<file path="src/decode_consts.svh">
// Widths and fixed register numbers of the MIPS-I decode stage
// The bubble count must fit the counter width derived from it
`ifndef DECODE_CONSTS_SVH
`define DECODE_CONSTS_SVH

// --------------------
// Datapath widths
// --------------------

// Data word and byte address
`define WORD_W 32

// Register index, five bits for 32 registers
`define REG_IDX_W 5
`define REG_COUNT 32

// --------------------
// Fixed registers
// --------------------

// Return address target of JAL and the linking branches
`define LINK_REG 31

// Syscall argument register, v0
`define SYS_REG 2

// Idle cycles ahead of a syscall issue
`define SYS_BUBBLES 3

`endif

</file>
<file path="src/isa_pkg.sv">
// MIPS-I integer instruction set types
// Only the kept opcodes and funct codes appear in the enums
`include "decode_consts.svh"

package isa_pkg;

	typedef logic [`WORD_W-1:0]    word_t;
	typedef logic [`WORD_W-1:0]    addr_t;
	typedef logic [`REG_IDX_W-1:0] regIdx_t;
	typedef logic [`WORD_W-1:0]    instr_t;

	// Primary opcode, bits 31:26
	typedef enum logic [5:0] {
		OP_SPECIAL = 6'h00, OP_REGIMM = 6'h01, OP_J     = 6'h02, OP_JAL   = 6'h03,
		OP_BEQ     = 6'h04, OP_BNE    = 6'h05, OP_BLEZ  = 6'h06, OP_BGTZ  = 6'h07,
		OP_ADDI    = 6'h08, OP_ADDIU  = 6'h09, OP_SLTI  = 6'h0A, OP_SLTIU = 6'h0B,
		OP_ANDI    = 6'h0C, OP_ORI    = 6'h0D, OP_XORI  = 6'h0E, OP_LUI   = 6'h0F,
		OP_LB      = 6'h20, OP_LH     = 6'h21, OP_LW    = 6'h23, OP_LBU   = 6'h24,
		OP_LHU     = 6'h25, OP_SB     = 6'h28, OP_SH    = 6'h29, OP_SW    = 6'h2B
	} opcode_e;

	// SPECIAL funct field, bits 5:0
	typedef enum logic [5:0] {
		FN_SLL     = 6'h00, FN_SRL    = 6'h02, FN_SRA   = 6'h03,
		FN_SLLV    = 6'h04, FN_SRLV   = 6'h06, FN_SRAV  = 6'h07,
		FN_JR      = 6'h08, FN_JALR   = 6'h09, FN_SYSCALL = 6'h0C,
		FN_ADD     = 6'h20, FN_ADDU   = 6'h21, FN_SUB   = 6'h22, FN_SUBU = 6'h23,
		FN_AND     = 6'h24, FN_OR     = 6'h25, FN_XOR   = 6'h26, FN_NOR  = 6'h27,
		FN_SLT     = 6'h2A, FN_SLTU   = 6'h2B
	} funct_e;

	// REGIMM rt field, bits 20:16
	// Bit 0 selects GEZ over LTZ, bit 4 the linking form
	typedef enum logic [4:0] {
		RI_BLTZ   = 5'h00,
		RI_BGEZ   = 5'h01,
		RI_BLTZAL = 5'h10,
		RI_BGEZAL = 5'h11
	} regimm_e;

endpackage

</file>
<file path="src/pipe_pkg.sv">
// Pipeline records passed between decode and the later stages
// ALU operation codes are local to this pipeline, not to the ISA
package pipe_pkg;

	// One code per ALU action; links and syscall reuse ALU_ADD
	typedef enum logic [4:0] {
		ALU_ADD, ALU_ADDU, ALU_SUB, ALU_SUBU,
		ALU_AND, ALU_OR, ALU_XOR, ALU_NOR,
		ALU_SLT, ALU_SLTU,
		ALU_SLL, ALU_SRL, ALU_SRA,
		ALU_SLLV, ALU_SRLV, ALU_SRAV,
		ALU_LUI
	} aluOp_e;

	// Decoded control word
	typedef struct packed {
		logic   link;       // Writes return address
		logic   regDst;     // rd is the destination
		logic   jump;
		logic   branch;
		logic   memRead;
		logic   memToReg;
		logic   memWrite;
		logic   aluSrc;     // Immediate as operand B
		logic   regWrite;
		logic   jumpReg;    // Target from rs
		logic   signExt;
		logic   syscall;
		aluOp_e aluOp;
	} ctrl_t;

	// Result bus of a later stage, also the register file write port
	typedef struct packed {
		logic             valid;
		isa_pkg::regIdx_t dest;
		isa_pkg::word_t   data;
	} fwd_t;

	// ID/EX pipeline register
	typedef struct packed {
		isa_pkg::word_t   opA;
		isa_pkg::word_t   opB;
		isa_pkg::word_t   storeData;
		isa_pkg::instr_t  instr;
		isa_pkg::regIdx_t dest;
		isa_pkg::regIdx_t srcA;     // Zero when opA needs no forward in EX
		isa_pkg::regIdx_t srcB;
		logic [4:0]       shamt;
		aluOp_e           aluOp;
		logic             memRead;
		logic             memWrite;
		logic             memToReg;
		logic             aluSrc;
		logic             doWriteback;
		logic             branchTaken;
	} idEx_t;

endpackage

</file>
<file path="src/branch_unit.sv">
// Branch resolution and next-PC select, all combinational in ID
// Compares the forwarded operands, so no branch waits on EX
`timescale 1ns/1ps

module branch_unit (
	input  isa_pkg::instr_t instr,
	input  pipe_pkg::ctrl_t ctrl,
	input  isa_pkg::addr_t  pca,
	input  isa_pkg::addr_t  cia,
	input  isa_pkg::word_t  fwdA,
	input  isa_pkg::word_t  fwdB,
	output isa_pkg::word_t  immExt,
	output logic            taken,
	output isa_pkg::addr_t  nextPc
);
	import isa_pkg::*;

	opcode_e opcode;
	logic    cond;
	addr_t   jumpTarget;
	addr_t   branchTarget;

	assign opcode = opcode_e'(instr[31:26]);

	assign immExt = ctrl.signExt ? {{16{instr[15]}}, instr[15:0]} : {16'h0000, instr[15:0]};

	// --------------------
	// Condition
	// --------------------
	always_comb begin
		case (opcode)
			OP_BEQ:  cond = (fwdA == fwdB);
			OP_BNE:  cond = (fwdA != fwdB);
			OP_BLEZ: cond = fwdA[31] || (fwdA == '0);
			OP_BGTZ: cond = !fwdA[31] && (fwdA != '0);
			default: cond = fwdA[31] ^ instr[16];  // REGIMM with rt bit 0 set means GEZ
		endcase
	end

	assign taken = ctrl.branch && cond;

	// --------------------
	// Targets
	// --------------------
	assign jumpTarget   = {cia[31:28], instr[25:0], 2'b00};   // Region of the jump itself
	assign branchTarget = pca + {immExt[29:0], 2'b00};

	always_comb begin
		if (ctrl.jump && ctrl.jumpReg) begin
			nextPc = fwdA;
		end else if (ctrl.jump) begin
			nextPc = jumpTarget;
		end else if (taken) begin
			nextPc = branchTarget;
		end else begin
			nextPc = pca;
		end
	end

endmodule

</file>
<file path="src/decode_ctrl.sv">
// Combinational decoder for the kept MIPS-I integer subset
// Unknown encodings give an all-zero control word plus illegal
`timescale 1ns/1ps

module decode_ctrl (
	input  isa_pkg::instr_t instr,
	output pipe_pkg::ctrl_t ctrl,
	output logic            illegal
);
	import isa_pkg::*;
	import pipe_pkg::*;

	opcode_e opcode;
	funct_e  funct;
	regimm_e rtCode;

	assign opcode = opcode_e'(instr[31:26]);
	assign funct  = funct_e'(instr[5:0]);
	assign rtCode = regimm_e'(instr[20:16]);

	always_comb begin
		ctrl    = '0;
		illegal = 1'b0;
		case (opcode)
			// --------------------
			// SPECIAL, R-type
			// --------------------
			OP_SPECIAL: begin
				ctrl.regDst   = 1'b1;
				ctrl.regWrite = 1'b1;
				case (funct)
					FN_SLL:  ctrl.aluOp = ALU_SLL;
					FN_SRL:  ctrl.aluOp = ALU_SRL;
					FN_SRA:  ctrl.aluOp = ALU_SRA;
					FN_SLLV: ctrl.aluOp = ALU_SLLV;
					FN_SRLV: ctrl.aluOp = ALU_SRLV;
					FN_SRAV: ctrl.aluOp = ALU_SRAV;
					FN_ADD:  ctrl.aluOp = ALU_ADD;
					FN_ADDU: ctrl.aluOp = ALU_ADDU;
					FN_SUB:  ctrl.aluOp = ALU_SUB;
					FN_SUBU: ctrl.aluOp = ALU_SUBU;
					FN_AND:  ctrl.aluOp = ALU_AND;
					FN_OR:   ctrl.aluOp = ALU_OR;
					FN_XOR:  ctrl.aluOp = ALU_XOR;
					FN_NOR:  ctrl.aluOp = ALU_NOR;
					FN_SLT:  ctrl.aluOp = ALU_SLT;
					FN_SLTU: ctrl.aluOp = ALU_SLTU;
					FN_JR: begin
						ctrl.regDst   = 1'b0;
						ctrl.regWrite = 1'b0;
						ctrl.jump     = 1'b1;
						ctrl.jumpReg  = 1'b1;
					end
					FN_JALR: begin
						ctrl.link    = 1'b1;    // Return address into rd
						ctrl.jump    = 1'b1;
						ctrl.jumpReg = 1'b1;
					end
					FN_SYSCALL: begin
						ctrl.regDst  = 1'b0;    // Dest forced to r0 later
						ctrl.aluSrc  = 1'b1;
						ctrl.signExt = 1'b1;
						ctrl.syscall = 1'b1;
					end
					default: begin
						ctrl    = '0;
						illegal = 1'b1;
					end
				endcase
			end
			OP_REGIMM: begin
				if (rtCode inside {RI_BLTZ, RI_BGEZ, RI_BLTZAL, RI_BGEZAL}) begin
					ctrl.branch   = 1'b1;
					ctrl.signExt  = 1'b1;
					ctrl.link     = instr[20];  // AL forms
					ctrl.regWrite = instr[20];
				end else begin
					illegal = 1'b1;
				end
			end
			// --------------------
			// Branches and jumps
			// --------------------
			OP_BEQ, OP_BNE, OP_BLEZ, OP_BGTZ: begin
				ctrl.branch  = 1'b1;
				ctrl.signExt = 1'b1;
			end
			OP_J: ctrl.jump = 1'b1;
			OP_JAL: begin
				ctrl.jump     = 1'b1;
				ctrl.link     = 1'b1;
				ctrl.regWrite = 1'b1;
			end
			// --------------------
			// Immediate ALU
			// --------------------
			OP_ADDI, OP_ADDIU, OP_SLTI, OP_SLTIU, OP_ANDI, OP_ORI, OP_XORI, OP_LUI: begin
				ctrl.aluSrc   = 1'b1;
				ctrl.regWrite = 1'b1;
				ctrl.signExt  = !(opcode inside {OP_ANDI, OP_ORI, OP_XORI});
				case (opcode)
					OP_ADDI:  ctrl.aluOp = ALU_ADD;
					OP_ADDIU: ctrl.aluOp = ALU_ADDU;
					OP_SLTI:  ctrl.aluOp = ALU_SLT;
					OP_SLTIU: ctrl.aluOp = ALU_SLTU;
					OP_ANDI:  ctrl.aluOp = ALU_AND;
					OP_ORI:   ctrl.aluOp = ALU_OR;
					OP_XORI:  ctrl.aluOp = ALU_XOR;
					default:  ctrl.aluOp = ALU_LUI;
				endcase
			end
			OP_LB, OP_LH, OP_LW, OP_LBU, OP_LHU: begin
				ctrl.memRead  = 1'b1;
				ctrl.memToReg = 1'b1;
				ctrl.aluSrc   = 1'b1;
				ctrl.regWrite = 1'b1;
				ctrl.signExt  = 1'b1;
				ctrl.aluOp    = ALU_ADDU;   // Address add, no overflow trap
			end
			OP_SB, OP_SH, OP_SW: begin
				ctrl.memWrite = 1'b1;
				ctrl.aluSrc   = 1'b1;
				ctrl.signExt  = 1'b1;
				ctrl.aluOp    = ALU_ADDU;
			end
			default: illegal = 1'b1;
		endcase
	end

endmodule

</file>
<file path="src/decode_stage.sv">
// Decode stage of a five-stage MIPS-I integer pipeline
// nextPc and branchTaken settle in the same cycle as instr
`timescale 1ns/1ps

module decode_stage (
	input  logic            CLK,
	input  logic            RESET,
	input  logic            freeze,
	input  isa_pkg::instr_t instr,
	input  isa_pkg::addr_t  pca,
	input  isa_pkg::addr_t  cia,
	input  isa_pkg::word_t  exResult,
	input  pipe_pkg::fwd_t  memFwd,
	input  pipe_pkg::fwd_t  wbFwd,       // Also the register file write port
	output pipe_pkg::idEx_t idEx,
	output isa_pkg::addr_t  nextPc,
	output logic            branchTaken,
	output logic            insertBubble,
	output logic            sysIssue,
	output logic            illegal
);
	import isa_pkg::*;
	import pipe_pkg::*;

	ctrl_t ctrl;
	word_t regA;
	word_t regB;
	word_t dataSys;
	word_t fwdA;
	word_t fwdB;
	word_t immExt;
	fwd_t  exFwd;

	// EX forward, from the instruction held in ID/EX
	assign exFwd = '{valid: idEx.doWriteback, dest: idEx.dest, data: exResult};

	decode_ctrl u_ctrl (.instr(instr), .ctrl(ctrl), .illegal(illegal));

	reg_file u_regFile (
		.CLK(CLK), .rdA(instr[25:21]), .rdB(instr[20:16]),
		.dataA(regA), .dataB(regB), .dataSys(dataSys), .wb(wbFwd)
	);

	operand_fwd u_fwd (
		.srcA(instr[25:21]), .srcB(instr[20:16]), .regA(regA), .regB(regB),
		.exFwd(exFwd), .memFwd(memFwd), .wbFwd(wbFwd), .fwdA(fwdA), .fwdB(fwdB)
	);

	branch_unit u_branch (
		.instr(instr), .ctrl(ctrl), .pca(pca), .cia(cia), .fwdA(fwdA), .fwdB(fwdB),
		.immExt(immExt), .taken(branchTaken), .nextPc(nextPc)
	);

	id_ex_reg u_idEx (
		.CLK(CLK), .RESET(RESET), .freeze(freeze), .instr(instr), .ctrl(ctrl), .pca(pca),
		.regA(regA), .regB(regB), .dataSys(dataSys), .immExt(immExt), .taken(branchTaken),
		.insertBubble(insertBubble), .sysIssue(sysIssue), .idEx(idEx)
	);

endmodule

</file>
<file path="src/id_ex_reg.sv">
// ID/EX register with link and syscall operand substitution
// A syscall waits out the bubble count before it loads
// freeze holds both the register and the bubble counter
`timescale 1ns/1ps
`include "decode_consts.svh"

module id_ex_reg (
	input  logic            CLK,
	input  logic            RESET,
	input  logic            freeze,
	input  isa_pkg::instr_t instr,
	input  pipe_pkg::ctrl_t ctrl,
	input  isa_pkg::addr_t  pca,
	input  isa_pkg::word_t  regA,
	input  isa_pkg::word_t  regB,
	input  isa_pkg::word_t  dataSys,
	input  isa_pkg::word_t  immExt,
	input  logic            taken,
	output logic            insertBubble,
	output logic            sysIssue,
	output pipe_pkg::idEx_t idEx
);
	import isa_pkg::*;
	import pipe_pkg::*;

	localparam int CNT_W = $clog2(`SYS_BUBBLES + 1);

	logic [CNT_W-1:0] bubbleCnt;
	regIdx_t          dest;
	idEx_t            idExNext;

	assign dest = ctrl.regDst  ? instr[15:11] :
	              ctrl.link    ? regIdx_t'(`LINK_REG) :
	              ctrl.syscall ? '0 : instr[20:16];

	// --------------------
	// Next record
	// --------------------
	always_comb begin
		idExNext             = '0;
		idExNext.storeData   = regB;
		idExNext.instr       = instr;
		idExNext.dest        = dest;
		idExNext.shamt       = instr[10:6];
		idExNext.aluOp       = ctrl.aluOp;
		idExNext.memRead     = ctrl.memRead;
		idExNext.memWrite    = ctrl.memWrite;
		idExNext.memToReg    = ctrl.memToReg;
		idExNext.aluSrc      = ctrl.aluSrc;
		idExNext.doWriteback = (ctrl.regWrite && (dest != '0)) || ctrl.memToReg;
		idExNext.branchTaken = taken;
		if (ctrl.link) begin
			idExNext.opA = pca;             // EX adds 4 for the return address
			idExNext.opB = word_t'(4);
		end else if (ctrl.syscall) begin
			idExNext.opA = dataSys;
		end else begin
			idExNext.opA  = regA;
			idExNext.opB  = ctrl.aluSrc ? immExt : regB;
			idExNext.srcA = instr[25:21];
			idExNext.srcB = ctrl.aluSrc ? '0 : instr[20:16];
		end
	end

	// Syscall bubble handshake
	assign insertBubble = ctrl.syscall && (bubbleCnt != '0);
	assign sysIssue     = ctrl.syscall && (bubbleCnt == '0);

	always_ff @(posedge CLK or negedge RESET) begin
		if (!RESET) begin
			bubbleCnt <= CNT_W'(`SYS_BUBBLES);
			idEx      <= '0;
		end else if (!freeze) begin
			if (insertBubble) begin
				bubbleCnt <= bubbleCnt - 1'b1;
				idEx      <= '0;            // Bubble into EX
			end else begin
				bubbleCnt <= CNT_W'(`SYS_BUBBLES);
				idEx      <= idExNext;
			end
		end
	end

endmodule

</file>
<file path="src/operand_fwd.sv">
// Branch and jump operand forwarding
// Priority EX, then MEM, then WB, then the register file
`timescale 1ns/1ps

module operand_fwd (
	input  isa_pkg::regIdx_t srcA,
	input  isa_pkg::regIdx_t srcB,
	input  isa_pkg::word_t   regA,
	input  isa_pkg::word_t   regB,
	input  pipe_pkg::fwd_t   exFwd,
	input  pipe_pkg::fwd_t   memFwd,
	input  pipe_pkg::fwd_t   wbFwd,
	output isa_pkg::word_t   fwdA,
	output isa_pkg::word_t   fwdB
);
	import isa_pkg::*;
	import pipe_pkg::*;

	// Newest matching producer wins
	function automatic word_t pick(input regIdx_t src, input word_t fileVal,
			input fwd_t ex, input fwd_t mem, input fwd_t wb);
		if (src == '0) begin
			return fileVal;                 // r0 never forwarded
		end else if (ex.valid && (ex.dest == src)) begin
			return ex.data;
		end else if (mem.valid && (mem.dest == src)) begin
			return mem.data;
		end else if (wb.valid && (wb.dest == src)) begin
			return wb.data;
		end
		return fileVal;
	endfunction

	assign fwdA = pick(srcA, regA, exFwd, memFwd, wbFwd);
	assign fwdB = pick(srcB, regB, exFwd, memFwd, wbFwd);

endmodule

</file>
<file path="src/reg_file.sv">
// 32 x 32 register file, three read ports, one write port
// No reset; r0 is never written and reads as zero
// Same-cycle write and read returns the old value
`timescale 1ns/1ps
`include "decode_consts.svh"

module reg_file (
	input  logic             CLK,
	input  isa_pkg::regIdx_t rdA,
	input  isa_pkg::regIdx_t rdB,
	output isa_pkg::word_t   dataA,
	output isa_pkg::word_t   dataB,
	output isa_pkg::word_t   dataSys,
	input  pipe_pkg::fwd_t   wb
);
	import isa_pkg::*;

	word_t regs [`REG_COUNT];

	// Write port shared with the WB forward bus
	always_ff @(posedge CLK) begin
		if (wb.valid && (wb.dest != '0)) begin
			regs[wb.dest] <= wb.data;
		end
	end

	assign dataA = (rdA == '0) ? '0 : regs[rdA];
	assign dataB = (rdB == '0) ? '0 : regs[rdB];

	// Syscall argument, fixed index
	assign dataSys = regs[`SYS_REG];

endmodule

</file>
<file path="config.mk">
export PLATFORM = sky130hd
export DESIGN_NAME = decode_stage
export DESIGN_NICKNAME = d
export VERILOG_FILES = /design/src/isa_pkg.sv /design/src/pipe_pkg.sv /design/src/branch_unit.sv /design/src/decode_ctrl.sv /design/src/decode_stage.sv /design/src/id_ex_reg.sv /design/src/operand_fwd.sv /design/src/reg_file.sv
export VERILOG_INCLUDE_DIRS = /design/src
export SDC_FILE = /design/constraint.sdc
export NUM_CORES = 2
export LEC_CHECK = 0
export BUFFER_PORTS_ARGS = -buffer_cell sky130_fd_sc_hd__buf_2
export CORE_MARGIN = 2
export CORE_UTILIZATION = 45
export DETAILED_ROUTE_END_ITERATION = 10
export SLEW_MARGIN = 30
export SYNTH_ARGS = -nofsm -noshare
export SYNTH_HDL_FRONTEND = slang
export SYNTH_SLANG_ARGS = --single-unit
</file>
<file path="constraint.sdc">
create_clock -name CLK -period 9.89 [get_ports CLK]
set_input_delay 1.978 -clock CLK [delete_from_list [all_inputs] [get_ports CLK]]
set_output_delay 1.978 -clock CLK [all_outputs]
set_load 0.01 [all_outputs]
</file>
Yosys cells after proc, flatten, opt, wreduce, memory -nomap -nowiden
Memory sizes are Yosys's and may differ from the RTL's.
Index checks and enable logic that the tools add are counted.
{ "word_totals": {"ramBits": 1024, "regBits": 161, "memories": 1} }
{ "op_classes": {"n_reduce_logical": 43, "bitwise_logic": 1, "add_sub_neg": 2, "mux": 64, "n_eq_ne": 52} }
{ "mem_list": {"columns": ["name", "words", "word_bits", "rd", "rd_clocked_by_memory_dff", "wr", "line_no", "source"], "rows": [
  ["u_regFile.regs", 32, 32, 3, 0, 1, "reg_file.sv:18", "word_t regs [`REG_COUNT];"]
]} }
{ "ops": {"columns": ["op", "count"], "rows": [
  ["two-way mux 32 bit", 19],
  ["two-way mux 159 bit", 1],
  ["equality test 6 bit, second input constant", 18],
  ["equality test 6 x 4 -> 1 bit, second input constant", 11],
  ["two-way mux 64 bit", 1],
  ["case mux 4 bit (15 select lines)", 1],
  ["equality test 6 x 3 -> 1 bit, second input constant", 7],
  ["case mux 5 bit (7 select lines)", 1],
  ["adder 32 bit", 1],
  ["equality test 32 bit", 1],
  ["logical NOT 32 bit", 1],
  ["!= test 32 bit", 1],
  ["nonzero test 32 bit", 1],
  ["equality test 5 bit", 6],
  ["equality test 6 x 2 -> 1 bit, second input constant", 4],
  ["two-way mux 1 bit", 23],
  ["OR reduction 22 bit", 1],
  ["two-way mux 10 bit", 2],
  ["two-way mux 5 bit", 4],
  ["OR reduction 19 bit", 1],
  ["OR reduction 18 bit", 1],
  ["OR reduction 17 bit", 1],
  ["OR reduction 16 bit", 1],
  ["OR reduction 8 bit", 2],
  ["26 further kinds", 52]
]} }

Longest topological paths before layout
{ "logic_depth": {"ltp_word": 14, "mapped_depth": 25, "mapped_depth_nobuf": 20} }

Hierarchy
A second synthesis with hierarchy kept.
{ "hier_totals": {"cells_unflattened": 4298, "area_unflattened_um2": 61413.9} }
{ "by_module_without_submodules": {"columns": ["mod", "area_each_um2", "seq_area_each_um2", "n_inst", "cells_each"], "rows": [
  ["reg_file", 47908.4, 30749.5, 1, 2565],
  ["id_ex_reg", 6979.2, 3906.2, 1, 776],
  ["branch_unit", 3012.9, 0.0, 1, 440],
  ["operand_fwd", 2975.4, 0.0, 1, 431],
  ["decode_ctrl", 538.0, 0.0, 1, 86]
]} }

Worst setup path before layout
Ideal clock, no wire load.
{ "synth_path": {"kind": "input port to output port", "from": "input instr[17]", "to": "output nextPc[30]", "stages": 25, "slack_ns": 1.245, "required_time_ns": 7.912, "arrival_time_ns": 6.667, "cell_sequence": "buf_2 -> buf_2 -> buf_4 -> buf_4 -> buf_2 -> buf_2 -> nor3_1 -> nand2_1 -> nor2_1 -> o31ai_1 -> inv_1 -> ha_1 -> a21o_1 -> a21o_1 -> a21o_1 -> a21o_1 -> a21o_1 -> nor3_1 -> o31ai_1 -> a41o_1 -> a21o_1 -> a21oi_1 -> xnor2_1 -> mux2i_1 -> o221ai_1"} }
{ "synth_between": {"elab_chain_cells": 13, "word_cells_on_any_way": 33, "cone_classes": "add/sub (1); eq/ne (8); mux (17); reduce/logical (6); memory (1)"} }
{ "synth_rtl": {"columns": ["item", "line_no", "source"], "rows": [
  ["start, declared", "decode_stage.sv:9", "input isa_pkg::instr_t instr,"],
  ["branches (longest 10 deep; another with adder 32 bit)", null, null],
  ["two-way mux 32 bit *", "branch_unit.sv:53", "end else if (taken) begin"],
  ["two-way mux 32 bit *", "branch_unit.sv:51", "end else if (ctrl.jump) begin"],
  ["two-way mux 32 bit *", "branch_unit.sv:49", "if (ctrl.jump && ctrl.jumpReg) begin"],
  ["end, declared", "decode_stage.sv:16", "output isa_pkg::addr_t nextPc,"]
]} }
Every way passes the cells marked *.

Worst setup path after layout
{ "layout_path": {"from": "input instr[18]", "to": "output nextPc[2]"} }
{ "layout_between": {"elab_chain_cells": 13, "word_cells_on_any_way": 30, "cone_classes": "eq/ne (8); mux (15); reduce/logical (6); memory (1)"} }
{ "layout_rtl": {"columns": ["item", "line_no", "source"], "rows": [
  ["branches (longest 9 deep; another with memory (32 x 32 bit))", null, null],
  ["logical AND 1 bit *", "branch_unit.sv:40", "assign taken = ctrl.branch && cond;"],
  ["two-way mux 32 bit *", "branch_unit.sv:53", null],
  ["two-way mux 32 bit *", "branch_unit.sv:51", null],
  ["two-way mux 32 bit *", "branch_unit.sv:49", null]
]} }
Marks and branches as above.

==> results.md <==
- Status: finished clean
- Largest fanout on the critical path: 29
- Worst ir drop on vdd: 149 µV
- Via count of the first global-routing pass: 43700
- Primary FF master, synth: edfxtp_1
- DIE AREA: 0.138 mm²
- Number of synthesized flops with an enable pin: 1024
- Final HPWL from detailed placement: 186 mm
- Number of I/O pins: 402
- Worst-case clock skew: 35.3 ps
- Hold buffer count at cts: 0
- Final critical delay including setup and external delays: 9650 ps
- Post-synthesis to final-layout area growth: 16.4%
- Detailed-route via count: 46000
- Critical path class: in -> out
- Clock Root Buffer: clkbuf_16
- Worst Tran Pin Value: 1140 ps
- Share of the cycle needed by the critical path after routing: 97.6%
- Most common cell after layout, fill and taps aside: edfxtp_1
- Setup TNS Final: 0 ps
- Highest clock rate: 0.104 GHz
- Number of instances resized during post-cts repair: 0
- Detail Route Antenna Nets: 0
- CTS Buffer Depth: 3
- Max-slew violation count: 0
- Starting Density: 45.4%
- Cell leakage power: 25.0 nW
- Proportion of synthesized flip-flops having asynchronous set or reset: 13.1%
- Antenna violations before repair: 23
- Global-route wire length before repair: 359 mm
- FP Rows: 134
- Core footprint: 0.134 mm²
- Worst min path class: reg -> reg
- Congestion Overflow GR: 0
- Total standard cell area after synthesis: 0.0606 mm²
- Post-route DRC violation count: 0
- Worst min-delay path endpoint: u_idEx.idEx[101]
- # setup viols final: 0
- Count of warnings emitted by yosys: 0
- H-tree lvl count: 4
- Sequential element share of the synthesized area: 57.1%
- Post-CTS setup buffer count: 0
- Source of the worst register-to-register timing path: u_regFile.regs[2][27]
- Length of the first detailed-routing pass in iterations: 8
- RSZ-0062 raised after global routing: no
- Gpl congestion: 1.02
- Total power density per cell area: 177 mW/mm²
- Rel. slew slack: 23.9%
- Overall routed net length: 267 mm
- Number of hold violations in the final report: 0
- Horizontal die dimension: 371 µm
- Post-layout nets: 4886
- Number of standard cells after synthesis: 4104
- Library cells used by synthesis: 95
- Max-cap violation count: 0
- Register clock-pin slew on the reported worst setup and hold paths: 50 ps
- Clock net sink count: 1179
- Clock tree from TritonCTS: done
- Worst r2r path cells: 13
- Share of cells above drive strength 1: 30.9%
- Die Y: 371 µm
- Register bit total from synthesis: 1179
- Average routed wire per standard cell: 40.8 µm
- Worst flop-to-flop path endpoint: u_idEx.idEx[0]
- Hold path startpoint: u_idEx.idEx[101]
- Data arrival, critical path: 7670 ps
- Clock latency on the worst-skew pair: 790 ps
- Count of buffers from port buffering: 373
- Number of filler cells placed in the layout: 11200
- Most frequent cells in the layout: edfxtp_1 (1024), mux4_2 (433), buf_2 (366), nand2_1 (312), buf_4 (293)
- CP required: 7910 ps
- Starting DRC count in detailed routing: 7071
- Syn avg cell area: 14.8 µm²
- Vias per cell: 7.05
- Worst hold path stage count: 2
- CTS buffer count: 132
- Largest net degree at the start of global routing: 108
- Count of non-filler cells in the finished layout: 6530
- Nature of the critical path endpoint: primary output
- Number of cells in the design after placement: 6281
- Worst reg-to-reg setup slack: 4950 ps
- Global-route usage over all layers: 38.3%
- Critical Path Start Type: input port
-- flip-flops by register name, indices dropped and copies added (netlist names) --
signal            flops
u_idEx.idEx         153
u_idEx.bubbleCnt      2
u_regFile.regs     1024
-- logic make-up after synthesis --
logic type | synth area share, %
XOR/XNOR | 1.14
flip-flops | 57.1
buffers and inverters | 2.83
AO/OA/AOI/OAI | 10.9
AND/OR/NAND/NOR | 6.56
other | 0.00618
adder cells (fa/ha/maj) | 0.673
multiplexers | 20.8
-- worst max-delay path by stage --
stage | start | end | slack, ps | depth (start not counted)
floorplan | instr[17] | nextPc[30] | 1250 | 25
global route | instr[18] | nextPc[7] | 200 | 17
finish | instr[18] | nextPc[2] | 240 | 16
detailed placement | instr[18] | nextPc[7] | 560 | 17
CTS | instr[18] | nextPc[7] | 540 | 17
global placement | instr[18] | nextPc[22] | 620 | 18
-- synth_stat cells, types with 25 or more instances --
| master | instances | share of area [%] |
|---|---|---|
| clkbuf_1 | 157 | 0.97 |
| mux2i_1 | 221 | 3.6 |
| o221ai_1 | 35 | 0.51 |
| a211oi_1 | 30 | 0.37 |
| xnor2_1 | 52 | 0.75 |
| nor2_1 | 162 | 1.0 |
| dfrtp_1 | 153 | 6.3 |
| a21o_1 | 30 | 0.37 |
| edfxtp_1 | 1024 | 51 |
| buf_2 | 63 | 0.52 |
| buf_4 | 52 | 0.64 |
| o21ai_0 | 161 | 1.3 |
| nor3_1 | 50 | 0.41 |
| xor2_1 | 27 | 0.39 |
| a221oi_1 | 51 | 0.74 |
| and2_1 | 25 | 0.26 |
| ha_1 | 31 | 0.64 |
| a21oi_1 | 137 | 1.1 |
| nand3_1 | 86 | 0.71 |
| nand2_1 | 312 | 1.9 |
| mux4_2 | 433 | 16 |
| o211ai_1 | 26 | 0.32 |
| nand4_1 | 25 | 0.26 |
| mux2_2 | 54 | 1.0 |
| a22oi_1 | 122 | 1.5 |
| o22ai_1 | 76 | 0.78 |
| a22o_1 | 64 | 0.92 |
| a31oi_1 | 25 | 0.26 |
-- power breakdown --
part | leakage (nW) | switching [mW] | total (mW) | internal, mW
registers | 11.1 | 0.0854 | 5.64 | 5.55
clock network | 2.06 | 2.12 | 4.87 | 2.76
logic | 11.8 | 1.27 | 1.96 | 0.698
total | 25.0 | 3.47 | 12.5 | 9.01
-- layer usage --
layer | vias to the layer above | routed length (µm) | GRT usage [%]
met5 | - | 67 | 0
li1 | 18000 | - | -
met3 | 800 | 32600 | 10.8
met1 | 23700 | 95100 | 48.5
met4 | 10 | 20300 | 24.5
met2 | 3588 | 119000 | 58.1
-- worst max-delay path, cell delays in order --
cell and delay (ps):
buf_4 610, buf_4 390, mux4_2 540, mux2_2 280
nand3_1 90, nand4_1 770, o221ai_1 690, xnor2_1 130
a21oi_1 140, o2111ai_1 150, a221oi_2 460, a31oi_4 190
o221ai_4 380, mux2i_1 130, a221oi_1 460, buf_2 220
-- per-stage QoR --
stage | setup slack [ps] | total power [mW] | instance area, µm² | hold slack [ps] | utilization [%]
4_1_cts | 542 | 12.5 | 70600 | 480 | 52.8
3_5_place_dp | 563 | 7.64 | 66300 | 465 | 49.6
3_3_place_gp | 624 | 7.63 | 66300 | 460 | 49.6
2_1_floorplan | 1250 | 6.68 | 60800 | 456 | -
6_report | 238 | 12.5 | 70600 | 478 | 52.8
5_1_grt | 203 | 12.8 | 70600 | 503 | 52.8
-- final cells by class --
cell class	instances	area [µm²]	share of cell area [%]
Tap cell	1768	2210	3.13
Clock buffer	173	3600	5.10
Timing Repair Buffer	692	4650	6.58
Multi-Input combinational cell	2613	24700	35.0
Antenna cell	13	32.5	0.0461
Clock inverter	63	628	0.890
Inverter	29	109	0.154
Sequential cell	1179	34600	49.1
Power figures use the tool's default switching activity.
